[src/hdl/uart_pkg.sv]
package uart_pkg;

  // widths with a meaning on the bus and serial side
  typedef logic [7:0]  byte_t;      // one serial data byte
  typedef logic [31:0] word_t;      // bus data word
  typedef logic [4:0]  reg_addr_t;  // register address

  // register map
  localparam reg_addr_t ADDR_DATA = 5'h08;  // tx byte on write, rx byte on read
  localparam reg_addr_t ADDR_CTRL = 5'h10;  // commands on write, status on read

  // control word, write side
  localparam int CTRL_TX_START = 0;  // start one frame
  localparam int CTRL_RX_ACK   = 1;  // drop avail and error
  localparam int CTRL_LED      = 2;  // led level

  // status word, read side
  localparam int STAT_TX_BUSY  = 9;
  localparam int STAT_RX_AVAIL = 8;
  localparam int STAT_RX_ERROR = 7;

  // baud ticks per serial bit
  localparam int OVERSAMPLE = 16;

  typedef enum logic [1:0] {
    tx_idle,
    tx_start,
    tx_data,
    tx_stop
  } tx_state_t;

  typedef enum logic [1:0] {
    rx_idle,
    rx_start,
    rx_data,
    rx_stop
  } rx_state_t;

endpackage

[src/hdl/uart_baud_gen.sv]
`timescale 1ns/1ps

module uart_baud_gen
  import uart_pkg::*;
#(
  parameter int clk_freq = 10_000_000,
  parameter int baud     = 312_500
) (
  input  logic clk,
  input  logic rst_n,
  output logic tick
);

  // clocks per oversample tick, never below one
  localparam int DIV_RAW = clk_freq / (baud * OVERSAMPLE);
  localparam int DIV     = (DIV_RAW < 1) ? 1 : DIV_RAW;
  localparam int CW      = (DIV > 1) ? $clog2(DIV) : 1;

  logic [CW-1:0] cnt;  // down counter

  always_ff @(posedge clk) begin
    if (!rst_n) begin
      cnt  <= CW'(DIV - 1);  // restart full period
      tick <= 1'b0;
    end else begin
      if (cnt == '0) begin
        cnt  <= CW'(DIV - 1);  // reload
        tick <= 1'b1;          // one-cycle strobe
      end else begin
        cnt  <= cnt - 1'b1;
        tick <= 1'b0;
      end
    end
  end

endmodule

[src/hdl/uart_core.sv]
`timescale 1ns/1ps

module uart_core
  import uart_pkg::*;
#(
  parameter int clk_freq = 10_000_000,
  parameter int baud     = 312_500
) (
  input  logic  clk,
  input  logic  rst_n,
  input  byte_t tx_data,
  input  logic  tx_start,
  input  logic  rx_ack,
  input  logic  rxd,
  output logic  txd,
  output byte_t rx_data,
  output logic  rx_avail,
  output logic  rx_error,
  output logic  tx_busy
);

  logic  tick;       // 16x baud strobe
  byte_t rx_byte;    // byte from receiver
  logic  rx_done;    // receiver finished a frame
  logic  frame_err;  // bad stop bit on that frame

  uart_baud_gen #(
    .clk_freq(clk_freq),
    .baud    (baud)
  ) baud0 (
    .clk  (clk),
    .rst_n(rst_n),
    .tick (tick)
  );

  uart_tx tx0 (
    .clk     (clk),
    .rst_n   (rst_n),
    .tick    (tick),
    .tx_data (tx_data),
    .tx_start(tx_start),  // dropped inside while busy
    .tx_busy (tx_busy),
    .txd     (txd)
  );

  uart_rx rx0 (
    .clk      (clk),
    .rst_n    (rst_n),
    .tick     (tick),
    .rxd      (rxd),
    .rx_byte  (rx_byte),
    .rx_done  (rx_done),
    .frame_err(frame_err)
  );

  // receive holding register
  always_ff @(posedge clk) begin
    if (!rst_n) begin
      rx_data  <= '0;  // reads as zero until first byte
      rx_avail <= 1'b0;
      rx_error <= 1'b0;
    end else if (rx_done) begin
      rx_data  <= rx_byte;  // newest byte always wins
      rx_avail <= 1'b1;
      // overrun if the last byte was never acknowledged
      rx_error <= frame_err | (rx_avail & !rx_ack);
    end else if (rx_ack) begin
      rx_avail <= 1'b0;
      rx_error <= 1'b0;
    end
  end

endmodule

[src/hdl/uart_regs.sv]
`timescale 1ns/1ps

module uart_regs
  import uart_pkg::*;
(
  input  logic      clk,
  input  logic      rst_n,
  input  logic      cs,
  input  reg_addr_t addr,
  input  logic      rd,
  input  logic      wr,
  input  word_t     d_in,
  output word_t     d_out,
  output byte_t     tx_data,
  output logic      tx_start,
  output logic      rx_ack,
  output logic      ledout,
  input  byte_t     rx_data,
  input  logic      rx_avail,
  input  logic      rx_error,
  input  logic      tx_busy
);

  logic  wr_data;  // write to data register
  logic  wr_ctrl;  // write to control register
  logic  rd_req;   // read request cycle
  word_t rd_word;  // read mux output
  word_t status;   // assembled status word

  assign wr_data = cs && wr && (addr == ADDR_DATA);
  assign wr_ctrl = cs && wr && (addr == ADDR_CTRL);
  assign rd_req  = cs && rd;

  always_comb begin
    status                = '0;
    status[STAT_TX_BUSY]  = tx_busy;
    status[STAT_RX_AVAIL] = rx_avail;
    status[STAT_RX_ERROR] = rx_error;
  end

  always_comb begin
    case (addr)
      ADDR_DATA: rd_word = {24'b0, rx_data};
      ADDR_CTRL: rd_word = status;
      default:   rd_word = '0;  // unmapped reads zero
    endcase
  end

  // transmit byte, held for the core
  always_ff @(posedge clk) begin
    if (wr_data) begin
      tx_data <= d_in[7:0];
    end
  end

  always_ff @(posedge clk) begin
    if (!rst_n) begin
      tx_start <= 1'b0;
      rx_ack   <= 1'b0;
      ledout   <= 1'b0;
      d_out    <= '0;
    end else begin
      // commands last one cycle per write
      tx_start <= wr_ctrl && d_in[CTRL_TX_START];
      rx_ack   <= wr_ctrl && d_in[CTRL_RX_ACK];
      if (wr_ctrl) begin
        ledout <= d_in[CTRL_LED];  // level, kept until next ctrl write
      end
      if (rd_req) begin
        d_out <= rd_word;  // holds between reads
      end
    end
  end

endmodule

[src/hdl/uart_rx.sv]
`timescale 1ns/1ps

module uart_rx
  import uart_pkg::*;
(
  input  logic  clk,
  input  logic  rst_n,
  input  logic  tick,
  input  logic  rxd,
  output byte_t rx_byte,
  output logic  rx_done,
  output logic  frame_err
);

  localparam int CW = $clog2(OVERSAMPLE);

  rx_state_t     state_q;
  logic [CW-1:0] tick_cnt;  // ticks since last sample point
  logic [2:0]    bit_idx;   // data bit number
  byte_t         shift_q;   // incoming byte, filled from the msb side
  logic          rxd_meta;  // first sync stage
  logic          rxd_s;     // synchronized line
  logic          rxd_last;  // line value at previous tick
  logic          mid_start; // middle of start bit
  logic          mid_bit;   // middle of data or stop bit

  assign mid_start = tick && (tick_cnt == CW'(OVERSAMPLE / 2 - 1));
  assign mid_bit   = tick && (tick_cnt == CW'(OVERSAMPLE - 1));
  assign rx_byte   = shift_q;  // stable while rx_done is high

  // two-flop synchronizer
  always_ff @(posedge clk) begin
    if (!rst_n) begin
      rxd_meta <= 1'b1;
      rxd_s    <= 1'b1;
    end else begin
      rxd_meta <= rxd;
      rxd_s    <= rxd_meta;
    end
  end

  // shift in lsb first
  always_ff @(posedge clk) begin
    if (state_q == rx_data && mid_bit) begin
      shift_q <= {rxd_s, shift_q[7:1]};
    end
  end

  always_ff @(posedge clk) begin
    if (!rst_n) begin
      state_q   <= rx_idle;
      tick_cnt  <= '0;
      bit_idx   <= '0;
      rxd_last  <= 1'b1;
      rx_done   <= 1'b0;
      frame_err <= 1'b0;
    end else begin
      rx_done <= 1'b0;  // default, pulses below
      if (tick) begin
        rxd_last <= rxd_s;  // edge detect only at ticks
      end
      case (state_q)
        rx_idle: begin
          if (tick && rxd_last && !rxd_s) begin
            state_q  <= rx_start;  // falling edge
            tick_cnt <= '0;
          end
        end
        rx_start: begin
          if (mid_start) begin
            tick_cnt <= '0;
            bit_idx  <= '0;
            if (!rxd_s) begin
              state_q <= rx_data;  // real start bit
            end else begin
              state_q <= rx_idle;  // glitch, drop it
            end
          end else if (tick) begin
            tick_cnt <= tick_cnt + 1'b1;
          end
        end
        rx_data: begin
          if (mid_bit) begin
            tick_cnt <= '0;
            bit_idx  <= bit_idx + 1'b1;
            if (bit_idx == 3'd7) begin
              state_q <= rx_stop;
            end
          end else if (tick) begin
            tick_cnt <= tick_cnt + 1'b1;
          end
        end
        rx_stop: begin
          if (mid_bit) begin
            state_q   <= rx_idle;
            tick_cnt  <= '0;
            rx_done   <= 1'b1;
            frame_err <= !rxd_s;  // stop bit must be high
          end else if (tick) begin
            tick_cnt <= tick_cnt + 1'b1;
          end
        end
        default: state_q <= rx_idle;
      endcase
    end
  end

endmodule

[src/hdl/uart_top.sv]
`timescale 1ns/1ps

module uart_top
  import uart_pkg::*;
#(
  parameter int clk_freq = 10_000_000,
  parameter int baud     = 312_500  // divisor 2 at the default clock
) (
  input  logic      clk,
  input  logic      rst_n,
  input  logic      cs,
  input  reg_addr_t addr,
  input  logic      rd,
  input  logic      wr,
  input  word_t     d_in,
  output word_t     d_out,
  output logic      uart_tx,
  input  logic      uart_rx,
  output logic      ledout
);

  byte_t tx_data;   // held transmit byte
  logic  tx_start;  // one-cycle command
  logic  rx_ack;    // one-cycle command
  byte_t rx_data;   // holding register contents
  logic  rx_avail;
  logic  rx_error;
  logic  tx_busy;

  uart_regs regs0 (
    .clk     (clk),
    .rst_n   (rst_n),
    .cs      (cs),
    .addr    (addr),
    .rd      (rd),
    .wr      (wr),
    .d_in    (d_in),
    .d_out   (d_out),
    .tx_data (tx_data),
    .tx_start(tx_start),
    .rx_ack  (rx_ack),
    .ledout  (ledout),
    .rx_data (rx_data),
    .rx_avail(rx_avail),
    .rx_error(rx_error),
    .tx_busy (tx_busy)
  );

  uart_core #(
    .clk_freq(clk_freq),
    .baud    (baud)
  ) core0 (
    .clk     (clk),
    .rst_n   (rst_n),
    .tx_data (tx_data),
    .tx_start(tx_start),
    .rx_ack  (rx_ack),
    .rxd     (uart_rx),
    .txd     (uart_tx),
    .rx_data (rx_data),
    .rx_avail(rx_avail),
    .rx_error(rx_error),
    .tx_busy (tx_busy)
  );

endmodule

[src/hdl/uart_tx.sv]
`timescale 1ns/1ps

module uart_tx
  import uart_pkg::*;
(
  input  logic  clk,
  input  logic  rst_n,
  input  logic  tick,
  input  byte_t tx_data,
  input  logic  tx_start,
  output logic  tx_busy,
  output logic  txd
);

  localparam int CW = $clog2(OVERSAMPLE);

  // tx_start and tx_data are ports here, so the matching states are named by package
  tx_state_t     state_q;
  logic [CW-1:0] tick_cnt;  // ticks within current bit
  logic [2:0]    bit_idx;   // data bit number
  byte_t         shift_q;   // outgoing byte, lsb on the wire next
  logic          accept;    // command taken in idle
  logic          bit_end;   // last tick of a bit

  assign accept  = (state_q == tx_idle) && !tx_busy && tx_start;
  assign bit_end = tick && (tick_cnt == CW'(OVERSAMPLE - 1));

  // payload path
  always_ff @(posedge clk) begin
    if (accept) begin
      shift_q <= tx_data;                // latch byte on command
    end else if (state_q == uart_pkg::tx_data && bit_end) begin
      shift_q <= {1'b0, shift_q[7:1]};  // next bit into lsb
    end
  end

  always_ff @(posedge clk) begin
    if (!rst_n) begin
      state_q  <= tx_idle;
      tx_busy  <= 1'b0;
      txd      <= 1'b1;  // line idles high
      tick_cnt <= '0;
      bit_idx  <= '0;
    end else begin
      case (state_q)
        tx_idle: begin
          if (accept) begin
            tx_busy <= 1'b1;  // busy one cycle after the pulse
          end else if (tx_busy && tick) begin
            state_q  <= uart_pkg::tx_start;
            txd      <= 1'b0;  // start bit begins on a tick
            tick_cnt <= '0;
          end
        end
        uart_pkg::tx_start: begin
          if (bit_end) begin
            state_q  <= uart_pkg::tx_data;
            txd      <= shift_q[0];  // first data bit
            tick_cnt <= '0;
            bit_idx  <= '0;
          end else if (tick) begin
            tick_cnt <= tick_cnt + 1'b1;
          end
        end
        uart_pkg::tx_data: begin
          if (bit_end) begin
            tick_cnt <= '0;
            if (bit_idx == 3'd7) begin
              state_q <= tx_stop;
              txd     <= 1'b1;  // stop bit
            end else begin
              txd     <= shift_q[1];  // bit that shifts down next
              bit_idx <= bit_idx + 1'b1;
            end
          end else if (tick) begin
            tick_cnt <= tick_cnt + 1'b1;
          end
        end
        tx_stop: begin
          if (bit_end) begin
            state_q <= tx_idle;
            tx_busy <= 1'b0;  // frame done at end of stop bit
          end else if (tick) begin
            tick_cnt <= tick_cnt + 1'b1;
          end
        end
        default: state_q <= tx_idle;
      endcase
    end
  end

endmodule

[config.mk]
export PLATFORM = sky130hd
export DESIGN_NAME = uart_top
export DESIGN_NICKNAME = d
export VERILOG_FILES = /design/src/hdl/uart_pkg.sv /design/src/hdl/uart_baud_gen.sv /design/src/hdl/uart_core.sv /design/src/hdl/uart_regs.sv /design/src/hdl/uart_rx.sv /design/src/hdl/uart_top.sv /design/src/hdl/uart_tx.sv
export SDC_FILE = /design/constraint.sdc
export NUM_CORES = 1
export LEC_CHECK = 0
export ABC_AREA = 1
export BUFFER_PORTS_ARGS = -buffer_cell sky130_fd_sc_hd__buf_4
export CAP_MARGIN = 20
export CORE_ASPECT_RATIO = 1.75
export CORE_UTILIZATION = 40
export CTS_BUF_LIST = sky130_fd_sc_hd__clkbuf_8
export CTS_CLUSTER_SIZE = 28
export DETAILED_ROUTE_END_ITERATION = 12
export HOLD_SLACK_MARGIN = 0.06
export MAX_ROUTING_LAYER = met4
export PLACE_DENSITY = 0.75
export SLEW_MARGIN = 20
export SYNTH_ARGS = -nofsm -noshare
export SYNTH_HDL_FRONTEND = slang
export SYNTH_HIERARCHICAL = 1
export SYNTH_SLANG_ARGS = --single-unit
[constraint.sdc]
create_clock -name clk -period 2 [get_ports clk]
set_input_delay 0.5 -clock clk [delete_from_list [all_inputs] [get_ports clk]]
set_output_delay 0.5 -clock clk [all_outputs]
set_load 0.05 [all_outputs]
Yosys cells after proc, flatten, opt, wreduce, memory -nomap -nowiden:

Index checks and enable logic that the tools add are counted.

* register bits after elaboration: 96
* latch bits: 0
* RAM bits: 0
* ROM bits: 0
* input bits: 43
* output and inout bits: 34
* word-level logic and storage cells: 147
* memories kept: 0

* $add $sub $neg: 5
* multipliers: 0
* div/mod/pow operators: 0
* $lt $le $gt $ge: 0
* equal/unequal tests: 27
* shift operators: 0
* mux-type cells: 49
* bitwise logic cells: 2
* reduce and logical (&&, ||, !) cells: 39

Operators by type and width (number)
* $mux W4: 9
* $mux W2: 12
* $pmux W4 S3: 2
* $ne A2 B2 Y1 const B: 11
* $pmux W10 S2: 1
* $logic_and A1 B1 Y1: 16
* $mux W8: 2
* $pmux W2 S4: 2
* $mux W3: 5
* $mux W1: 12
* $pmux W3 S2: 2
* $reduce_and A5 Y1: 2
* $reduce_bool A2 Y1: 5
* $reduce_and A3 Y1: 3
* $add A4 B1 Y4 const B: 2
* $eq A2 B2 Y1 const B: 4
* $eq A4 B4 Y1 const B: 2
* $add A3 B1 Y3 const B: 2
* $eq A3 B3 Y1 const B: 2
* $ne A2 B1 Y1 const B: 3
* $reduce_and A2 Y1: 3
* $reduce_and A6 Y1: 1
* $eq A5 B4 Y1 const B: 1
* $eq A5 B5 Y1 const B: 1
* other kinds (12): 17

Logic depth before layout (Yosys ltp):

Gate-level depths: netlist (run 1).

* depth after elaboration: 5
* depth in mapped cells: 10
* depth with buffers taken out: 10

Modules after synthesis:

Netlist (run 1), hierarchy kept.

Modules (own cells, without submodules)
* uart_tx: instances 1, cells each 134, area an instance 1097.3 um^2, seq. area each 460.4 um^2
* uart_regs: instances 1, cells each 104, area an instance 982.2 um^2, seq. area each 500.5 um^2
* uart_rx: instances 1, cells each 106, area an instance 972.2 um^2, seq. area each 520.5 um^2
* uart_core: instances 1, cells each 48, area an instance 365.4 um^2, seq. area each 200.2 um^2
* uart_baud_gen: instances 1, cells each 5, area an instance 53.8 um^2, seq. area each 40.0 um^2

Least setup slack after synthesis (run 1):

Ideal clock, no wire load.

* kind: in2reg
* from: input addr[1]
* to: register regs0.tx_data[0], enable pin
* library setup time: 395 ps
* arrival time: 1606 ps
* data required time: 1605 ps
* path slack: -1 ps
* cell stages on the path: 3
* buffers on the path: 0
* cell sequence: nor2_4 -> nand2_4 -> nor4_1

* longest elaborated chain between the ends: 2

Ends and longest elaborated chain
* start: declaration: RTL line uart_top.sv:12 `input reg_addr_t addr,`
* $eq A5 B4 Y1: RTL line uart_regs.sv:30 `assign wr_data = cs && wr && (addr == ADDR_DATA);`
* $logic_and A1 B1 Y1: RTL line uart_regs.sv:30
* net regs0.wr_data: RTL line uart_regs.sv:24 `logic wr_data;`
* end signal: assignment: RTL line uart_regs.sv:52 `tx_data <= d_in[7:0];`
* end: declaration: RTL line uart_regs.sv:14 `output byte_t tx_data,`

The timed path passes the listed nets, and every way through them passes these cells.
A chain may end at the register's enable or synchronous reset.

Worst setup path in the final report (run 1):

* from: register core0.tx0.state_q[0]
* to: register core0.tx0.shift_q[0], data pin

* longest elaborated chain between the ends: 4

Ends and longest elaborated chain
* start: declaration: RTL line uart_tx.sv:18 `tx_state_t state_q;`
* start signal: assignment: RTL line uart_tx.sv:39 `state_q <= tx_idle;`
* start signal: assignment: RTL line uart_tx.sv:50 `state_q <= uart_pkg::tx_start;`
* start signal: assignment: RTL line uart_tx.sv:57 `state_q <= uart_pkg::tx_data;`
* $logic_not A2 Y1: RTL line uart_tx.sv:25 `assign accept = (state_q == tx_idle) && !tx_busy && tx_start;`
* $logic_and A1 B1 Y1 (2 in series): RTL line uart_tx.sv:25
* $mux W8: RTL line uart_tx.sv:30 `if (accept) begin`
* end signal: assignment: RTL line uart_tx.sv:31 `shift_q <= tx_data;`
* end signal: assignment: RTL line uart_tx.sv:33 `shift_q <= {1'b0, shift_q[7:1]};`
* end: declaration: RTL line uart_tx.sv:21 `byte_t shift_q;`

Every way passes these cells.

==> flow_summary_export.csv, run 1 <==
group,metric,value,unit
global_route,grt_use_total,15.86,%
worst_setup_path,crit_arrival,1710,ps
timing,final_hold_viol_count,0,
clock_tree,cts_max_path_buffers,2,
clock_tree,clk_latency,350,ps
global_route,grt_util_met2,28.09,%
global_route,met3_usage,4.432,%
floorplan,core.rowCount,44,
floorplan,dieArea,9068,um2
route,routed_wl,6330,um
yosys,ys_top_cells_by_count,"64 x nand2_1, 52 x nor2_1, 50 x dfxtp_1",
route,routedWlPerCell,11.43,um
worst_setup_path,critPathKind,"register to register",
worst_setup_path,endpoint_kind,"register",
global_route,grt_max_degree,24,
clock_tree,cts-root-buf,"clkbuf_8",
layout,n_fill_cell,832,
pwr,power_density,851.3,nW/um2
timing,drv_slew,0,
yosys,synth.area.top_cells,"dfxtp_1 29%, edfxtp_1 21%, nand2_1 6.9%",
timing,tns,0,ps
yosys,ys_seq_area_share,49.60,%
global_route,top_usage_layer,"met2",
clock_tree,htree_levels,3,
clock_tree,cts_tree,"built",
worst_setup_path,crit_chain,"inv_1 -> ha_1 -> nand3_2 -> mux2_2",
route,post-route-drc-count,0,
place,place_congestion,0.8339,
worst_setup_path,cpPeakStageDelay,430,ps
floorplan,initial_utilization,41.48,%
layout,finalNetCount,489,
timing,setup_viol,0,
floorplan,io-pin-count,77,
timing,hold_ws,322.5,ps
layout,post-route-util,46.77,%
worst_setup_path,slowest_stage,"dfxtp_1",
global_route,grt_pass1_wl,10820,um
pwr,swShare,32.31,%
clock_tree,clock-sinks,74,
yosys,synth_cells,397,
yosys,synth_cell_type_count,33,
timing,rsz0062_at_grt,"no",
global_route,grt_pass1_vias,2579,
timing,finalCritPeriodShare,80.42,%
floorplan,die_h,125.2,um
yosys,syn-cell-area,3471,um2
worst_setup_path,cp_top_family,"flip-flops",
layout,area_delta_synth_final,12.76,%
clock_tree,cts_resized,0,
place,dp_hpwl,4804,um
timing,skew,9.809,ps
clock_tree,clk_pin_slew_worst_paths,80,ps
worst_setup_path,cp.buffers_inverters,1,
yosys,async_flop_share,0,%
place,io_buffers,30,
pwr,combPwrFrac,20.8,%
timing,slew-limit-headroom,64.29,%
yosys,synth-main-ff-cell,"dfxtp_1",
yosys,synth_edf_count,24,
pwr,p_seq_share,49.6,%
worst_setup_path,worst-path-max-fanout,10,
yosys,synth_top_cell_by_area,"dfxtp_1",
layout,n_antenna_cell,0,
yosys,yosysMostFrequentCell,"nand2_1",
status,outcome,"completed",
timing,period_minus_slack,1608,ps
route,drt-initial-drc-count,86,
floorplan,core-area,8368,um2
route,vias,2587,
timing,clock.fmax,621.7,MHz
clock_tree,cts_setup_buffers,0,
job,drv_cap,0,
yosys,avgSynthCellArea,8.743,um2
clock_tree,ctsHoldBuffers,0,
pwr,intPower,0.002255,W
yosys,ys_ff_latch,74,
pwr,leakagePower,1.689,nW
pwr,ir_drop,306.7,uV
layout,drive_gt1_share,20.96,%
route,routed_via_density,4.670,
worst_setup_path,crit_required,2100,ps
yosys,ys_warn_count,6,
timing,worst_pin_slew,535.0,ps
global_route,grt_overflow,0,
pwr,pwr-share-clk,29.6,%
pwr,p_sw,0.001077,W
worst_setup_path,start_kind,"register",
yosys,synth_top_area_share,28.84,%
hold_path,hp-class,"input port to register",
route,dr.pass1.iters,4,
floorplan,die_x,72.42,um
global_route,antenna_found_initial,0,
route,drtAntennaViolNets,0,
clock_tree,cts-buffers-inserted,9,
global_route,grtUsageMet1,14.92,%
==> worst register-to-register path: stages, from the launching register on <==
cell	delay [ps]
dfxtp_1	430
inv_1	110
ha_1	250
nand3_2	210
mux2_2	370
==> through the flow <==
step                      std cells  setup slack [ps]  instance area [um2]  power (W)
after floorplan                 418             335.9                 3556   0.002256
after global placement          538             412.4                 3742   0.002360
after detailed placement        538             360.7                 3742   0.002380
after CTS                       554             349.6                 3914   0.003378
after global routing            554             245.1                 3914   0.003523
final                           554             391.6                 3914   0.003332
==> sequential cells by signal, summed over array words and instances, names as in the netlist, 3 cells and up, named ones only <==
signal,count
core0/tx0/shift_q,8
core0/rx0/rx_byte,8
core0/rx0/bit_idx,3
regs0/tx_data,8
core0/tx0/bit_idx,3
regs0/d_out,10
core0/rx_data,8
core0/rx0/tick_cnt,4
core0/tx0/tick_cnt,4
==> kinds of logic after synthesis <==
logic type	share of synthesized area [%]
AOI/OAI and AO/OA	8.183
xor gates and xnor gates	0.5048
adders and majority gates	4.326
buffers and inverters	11.10
DFF	49.60
muxes	2.596
other	0.1080
and+or+nand+nor	23.58
==> layout by cell type (no fill, tap or decap), drive strengths merged, types with 2 or more instances in the layout <==
cell / count
nand3: 16
o21a: 2
nand2: 70
inv: 48
buf: 34
dfxtp: 50
clkinvlp: 4
a21oi: 23
or2: 3
mux2: 8
nor2: 67
clkbuf: 9
o21ai: 29
nand4: 10
conb: 22
edfxtp: 24
ha: 12
==> power by group through the flow <==
stage | registers [W] | clock network, W | logic [W]
2_1_floorplan | 0.00173 | 0 | 0.000525
3_3_place_gp | 0.00168 | 0 | 0.000677
3_5_place_dp | 0.00169 | 0 | 0.000692
4_1_cts | 0.00165 | 0.00103 | 0.000695
5_1_grt | 0.00166 | 0.00110 | 0.000768
6_report | 0.00165 | 0.000986 | 0.000693
==> path summary, 6_finish.rpt <==
check                       start                    to  slack (ps)  cells after the start
min                       d_in[4]      regs0/tx_data[4]         320                      1
min reg2reg       core0/baud0/cnt       core0/baud0/cnt         400                      1
max reg2reg  core0/tx0/state_q[0]  core0/tx0/shift_q[0]         390                      4
max          core0/tx0/state_q[0]  core0/tx0/shift_q[0]         390                      4
==> layer usage <==
layer	vias to the layer above	part of all wire, %
li1	1315	-
met1	1208	38
met2	49	56
met3	15	3.4
met4	0	2.6
met5	-	0
==> final cells by class <==
class	count	area [um2]	area share, %
clock inverter	7	47.55	1.215
inverter	46	172.7	4.412
sequential	74	1722	43.99
multi-input combinational	269	1449	37.02
tap	115	143.9	3.676
clock buffer	9	123.9	3.165
timing repair buffer	34	255.2	6.522
Power figures use the tool's default switching activity.
==> run 2: changes to the inputs <==
- PLACE_DENSITY: 0.75 -> 0.73
- clock period: 2 -> 1.6 ns (I/O delays scaled with it)
==> flow_summary_export.csv, run 2 (synthesis results as in run 1) <==
group,metric,value,unit
place,dp.cells,543,
place,dp_hpwl,4722,um
clock_tree,clk_pin_slew_worst_paths,80,ps
floorplan,die_h,125.2,um
worst_setup_path,endpoint_kind,"register",
global_route,grt_use_total,15.96,%
place,io_buffers,30,
clock_tree,htree_levels,3,
timing,slew-limit-headroom,64.53,%
timing,tns,0,ps
clock_tree,clock-sinks,74,
global_route,antenna_found_initial,0,
timing,setup_viol,0,
hold_path,holdPathStages,1,
floorplan,initial_utilization,41.48,%
pwr,total_power,0.004521,W
route,dr.pass1.iters,4,
floorplan,core.rowCount,44,
floorplan,core-area,8368,um2
route,post-route-drc-count,0,
global_route,grt_overflow,0,
global_route,grt_max_degree,21,
timing,period_minus_slack,1485,ps
hold_path,worstHoldStart,"d_in[7]",
global_route,grt_util_met2,27.71,%
clock_tree,cts_tree,"built",
hold_path,hp-class,"input port to register",
pwr,power_density,1131,nW/um2
layout,largest_reg_flops,10,
job,drv_cap,0,
layout,final_cell_mix,"64 x nand2_1, 52 x nor2_1, 50 x dfxtp_1",
worst_setup_path,r2r_cells,6,
layout,final_common_cell,"nand2_1",
timing,finalCritPeriodShare,92.80,%
worst_setup_path,crit_arrival,1550,ps
pwr,leakagePower,1.740,nW
clock_tree,cts_max_path_buffers,2,
layout,n_antenna_cell,0,
timing,skew,6.491,ps
status,outcome,"completed",
route,routed_wl,6285,um
clock_tree,cts-buffers-inserted,9,
layout,post-route-util,47.77,%
timing,rsz0062_at_grt,"no",
global_route,grt_pass1_vias,2652,
worst_setup_path,worst-path-max-fanout,8,
global_route,grtUsageMet1,15.64,%
layout,area_delta_synth_final,15.18,%
route,routed_via_density,4.617,
clock_tree,clk_latency,350,ps
route,routedWlPerCell,11.24,um
timing,final_hold_viol_count,0,
global_route,met3_usage,3.626,%
timing,worst_pin_slew,531.4,ps
floorplan,io-pin-count,77,
route,drt-initial-drc-count,185,
clock_tree,cts-root-buf,"clkbuf_8",
place,place_congestion,0.8585,
layout,drive_gt1_share,22.07,%
pwr,ir_drop,498.7,uV
timing,drv_slew,0,
worst_setup_path,worstReg2RegStart,"core0/tx0/tick_cnt[0]",
route,drtAntennaViolNets,0,
worst_setup_path,start_kind,"register",
route,vias,2581,
layout,finalNetCount,494,
layout,n_fill_cell,808,
layout,largest-register,"regs0/d_out",
floorplan,die_x,72.42,um
global_route,top_usage_layer,"met2",
timing,clock.fmax,673.5,MHz
floorplan,dieArea,9068,um2
worst_setup_path,crit_start,"core0/tx0/tick_cnt[0]",
worst_setup_path,critPathKind,"register to register",
worst_setup_path,crit_required,1670,ps
layout,final_cells,559,
timing,hold_ws,220.7,ps
global_route,grt_pass1_wl,10970,um
-- run 2: area by class of cell --
cell class	instances	area, um2	area share [%]
clock inverter	7	93.84	2.347
tap	115	143.9	3.599
clock buffer	9	123.9	3.099
timing repair buffer	39	292.8	7.324
sequential	74	1722	43.07
multi-input combinational	269	1449	36.24
inverter	46	172.7	4.319
-- run 2: per-stage QoR --
step	area (um2)	setup slack, ps
6_report	3998	115.3
5_1_grt	3998	13.85
4_1_cts	3998	75.69
3_5_place_dp	3780	97.37
3_3_place_gp	3780	121.2
2_1_floorplan	3556	35.92
-- run 2: timing repair --
item                                    4_1_cts  5_1_grt
gates resized for setup                       0        1
endpoints found under the hold margin         0        0
setup buffers                                 0        0
hold buffers                                  0        0
endpoints found under the setup margin        0        8
-- run 2: path summary, 6_finish.rpt --
check | end | slack, ps
worst max register to register | core0/tx0/shift_q[3] | 120
worst min-delay path | regs0/tx_data[7] | 220
worst max-delay path | core0/tx0/shift_q[3] | 120
worst min register to register | core0/baud0/cnt | 410
-- run 2: per-layer routing --
layer  part of all wire, %  wire length [um]  up-vias
met5                     0                 0        -
met3                   3.3               210       15
met1                    41              2547     1195
met2                    53              3353       47
li1                      -                 -     1324
met4                   2.8               174        0
-- run 2: worst max-delay path, cell delays in order (launching register included) --
cell     delay [ps]
dfxtp_1         380
ha_1            230
nand2_4          80
nor2_4          160
nand2_1         110
nand2_1          80
buf_4           170
-- run 2: where the power goes --
group	switching, W	internal [W]
Sequential	0.0000494	0.00200
Combinational	0.000625	0.000290
Clock	0.000686	0.000874
==> run 3: changes to the inputs <==
- CTS_CLUSTER_SIZE: 28 -> 20
- PLACE_DENSITY: 0.73 -> unset
- PLACE_DENSITY_LB_ADDON: unset -> 0.3
- SLEW_MARGIN: 20 -> 10
==> flow_summary_export.csv, run 3 (synthesis results as in run 1) <==
group,metric,value,unit
route,routed_wl,6251,um
route,drtAntennaViolNets,0,
clock_tree,clk_pin_slew_worst_paths,80,ps
hold_path,min_to,"regs0/tx_data[6]",
worst_setup_path,worst-path-max-fanout,10,
timing,clock.fmax,675.4,MHz
layout,finalNetCount,495,
timing,period_minus_slack,1481,ps
route,dr.pass1.iters,4,
clock_tree,cts_resized,0,
pwr,p_sw,0.001356,W
route,drt-initial-drc-count,123,
pwr,total_power,0.004681,W
place,place_worst_setup_slack,99.45,ps
floorplan,die_x,72.42,um
layout,seq_area,1722,um2
worst_setup_path,reg2reg_setup_slack,120,ps
timing,layout_setup_ws,119.3,ps
timing,worst_pin_slew,540.6,ps
floorplan,die_h,125.2,um
layout,final_cell_mix,"64 x nand2_1, 52 x nor2_1, 50 x dfxtp_1",
global_route,grt_use_total,15.47,%
layout,area_delta_synth_final,16.22,%
global_route,grt_pass1_wl,10580,um
pwr,p_seq_share,43.8,%
hold_path,holdPathStages,1,
route,vias,2553,
layout,n_fill_cell,791,
hold_path,worstHoldStart,"d_in[6]",
pwr,pwr-share-clk,36.7,%
timing,skew,12.29,ps
floorplan,core.rowCount,44,
clock_tree,htree_levels,3,
pwr,leakagePower,1.763,nW
clock_tree,clk_latency,350,ps
layout,largest-register,"regs0/d_out",
route,routedWlPerCell,11.16,um
route,post-route-drc-count,0,
clock_tree,cts_tree,"built",
worst_setup_path,r2r-end,"core0/tx0/shift_q[4]",
clock_tree,cts-root-buf,"clkbuf_8",
clock_tree,cts_setup_buffers,0,
floorplan,io-pin-count,77,
place,io_buffers,30,
pwr,power_density,1160,nW/um2
global_route,grt_pass1_vias,2505,
clock_tree,cts-buffers-inserted,9,
hold_path,hp-class,"input port to register",
worst_setup_path,start_kind,"register",
pwr,swShare,28.97,%
global_route,grt_overflow,0,
timing,final_hold_viol_count,0,
status,outcome,"completed",
floorplan,dieArea,9068,um2
worst_setup_path,crit_arrival,1580,ps
timing,setup_viol,0,
worst_setup_path,crit_required,1700,ps
worst_setup_path,worstReg2RegStart,"core0/tx0/state_q[0]",
global_route,grt_max_degree,21,
layout,n_antenna_cell,0,
place,dp_hpwl,4801,um
clock_tree,clock-sinks,74,
clock_tree,cts_max_path_buffers,2,
clock_tree,ctsHoldBuffers,0,
floorplan,initial_utilization,41.48,%
timing,tns,0,ps
job,drv_cap,0,
layout,largest_reg_flops,10,
global_route,antenna_found_initial,0,
pwr,intPower,0.003325,W
worst_setup_path,r2r_cells,4,
worst_setup_path,endpoint_kind,"register",
pwr,combPwrFrac,19.5,%
layout,final_common_cell,"nand2_1",
route,routed_via_density,4.559,
layout,drive_gt1_share,22.25,%
timing,finalCritPeriodShare,92.54,%
timing,drv_slew,0,
pwr,ir_drop,463.4,uV
timing,rsz0062_at_grt,"no",
worst_setup_path,critPathKind,"register to register",
place,place_congestion,0.8325,
layout,multi_input_area,1453,um2
timing,slew-limit-headroom,63.92,%
floorplan,core-area,8368,um2
## run 3: cell types whose count changed in the layout (fill, tap and decap cells not counted), sizes merged
cell,before,now
buf,39,40
bufinv,2,3
clkinv,4,1
inv,46,48
## run 3: final cells by class
type / count / share of cell area (%)
repair buffers: 40 / 7.444
flip-flops and latches: 74 / 42.68
inverters: 46 / 4.280
well taps: 115 / 3.567
clock buffers: 9 / 3.071
clock inverters: 7 / 2.947
multi-input cells: 269 / 36.01
## run 3: how the worst max path moves through the flow
stage          slack (ps)                   end                  start  cells after the start
2_1_floorplan          40      regs0/tx_data[0]                addr[1]                      3
3_3_place_gp          120  core0/tx0/shift_q[7]   core0/tx0/state_q[0]                      5
3_5_place_dp          100  core0/tx0/shift_q[4]   core0/tx0/state_q[0]                      4
4_1_cts                90  core0/tx0/shift_q[4]   core0/tx0/state_q[0]                      4
5_1_grt               0.4  core0/tx0/bit_idx[0]  core0/tx0/tick_cnt[0]                      7
6_report              120  core0/tx0/shift_q[4]   core0/tx0/state_q[0]                      4
## run 3: power by group through the flow
stage | Combinational [W] | Sequential [W] | Clock, W
floorplan | 0.000656 | 0.00216 | 0
global placement | 0.000897 | 0.00209 | 0
detailed placement | 0.000907 | 0.00209 | 0
CTS | 0.000912 | 0.00205 | 0.00177
global route | 0.00102 | 0.00205 | 0.00184
finish | 0.000914 | 0.00205 | 0.00172
## run 3: stage by stage
step           cells  hold slack, ps  cell area [um2]  util (%)
2_1_floorplan    418           369.6             3556         -
3_3_place_gp     544           376.4             3787     45.26
3_5_place_dp     544           383.1             3787     45.26
4_1_cts          560           200.8             4030     48.16
5_1_grt          560           203.3             4034     48.21
6_report         560           218.4             4034     48.21
## run 3: metal layers
| metal | share of wire [%] | global-route usage [%] | up-vias |
|---|---|---|---|
| met1 | 39 | 15.53 | 1180 |
| met5 | 0 | - | - |
| met4 | 2.4 | 8.997 | 0 |
| li1 | - | - | 1326 |
| met2 | 55 | 27.27 | 35 |
| met3 | 2.8 | 2.579 | 12 |
## run 3: worst max-delay path, stage by stage, from the launching register on
cell     delay (ps)
dfxtp_1         330
inv_1            70
ha_1            250
nand3_2         210
mux2_2          360
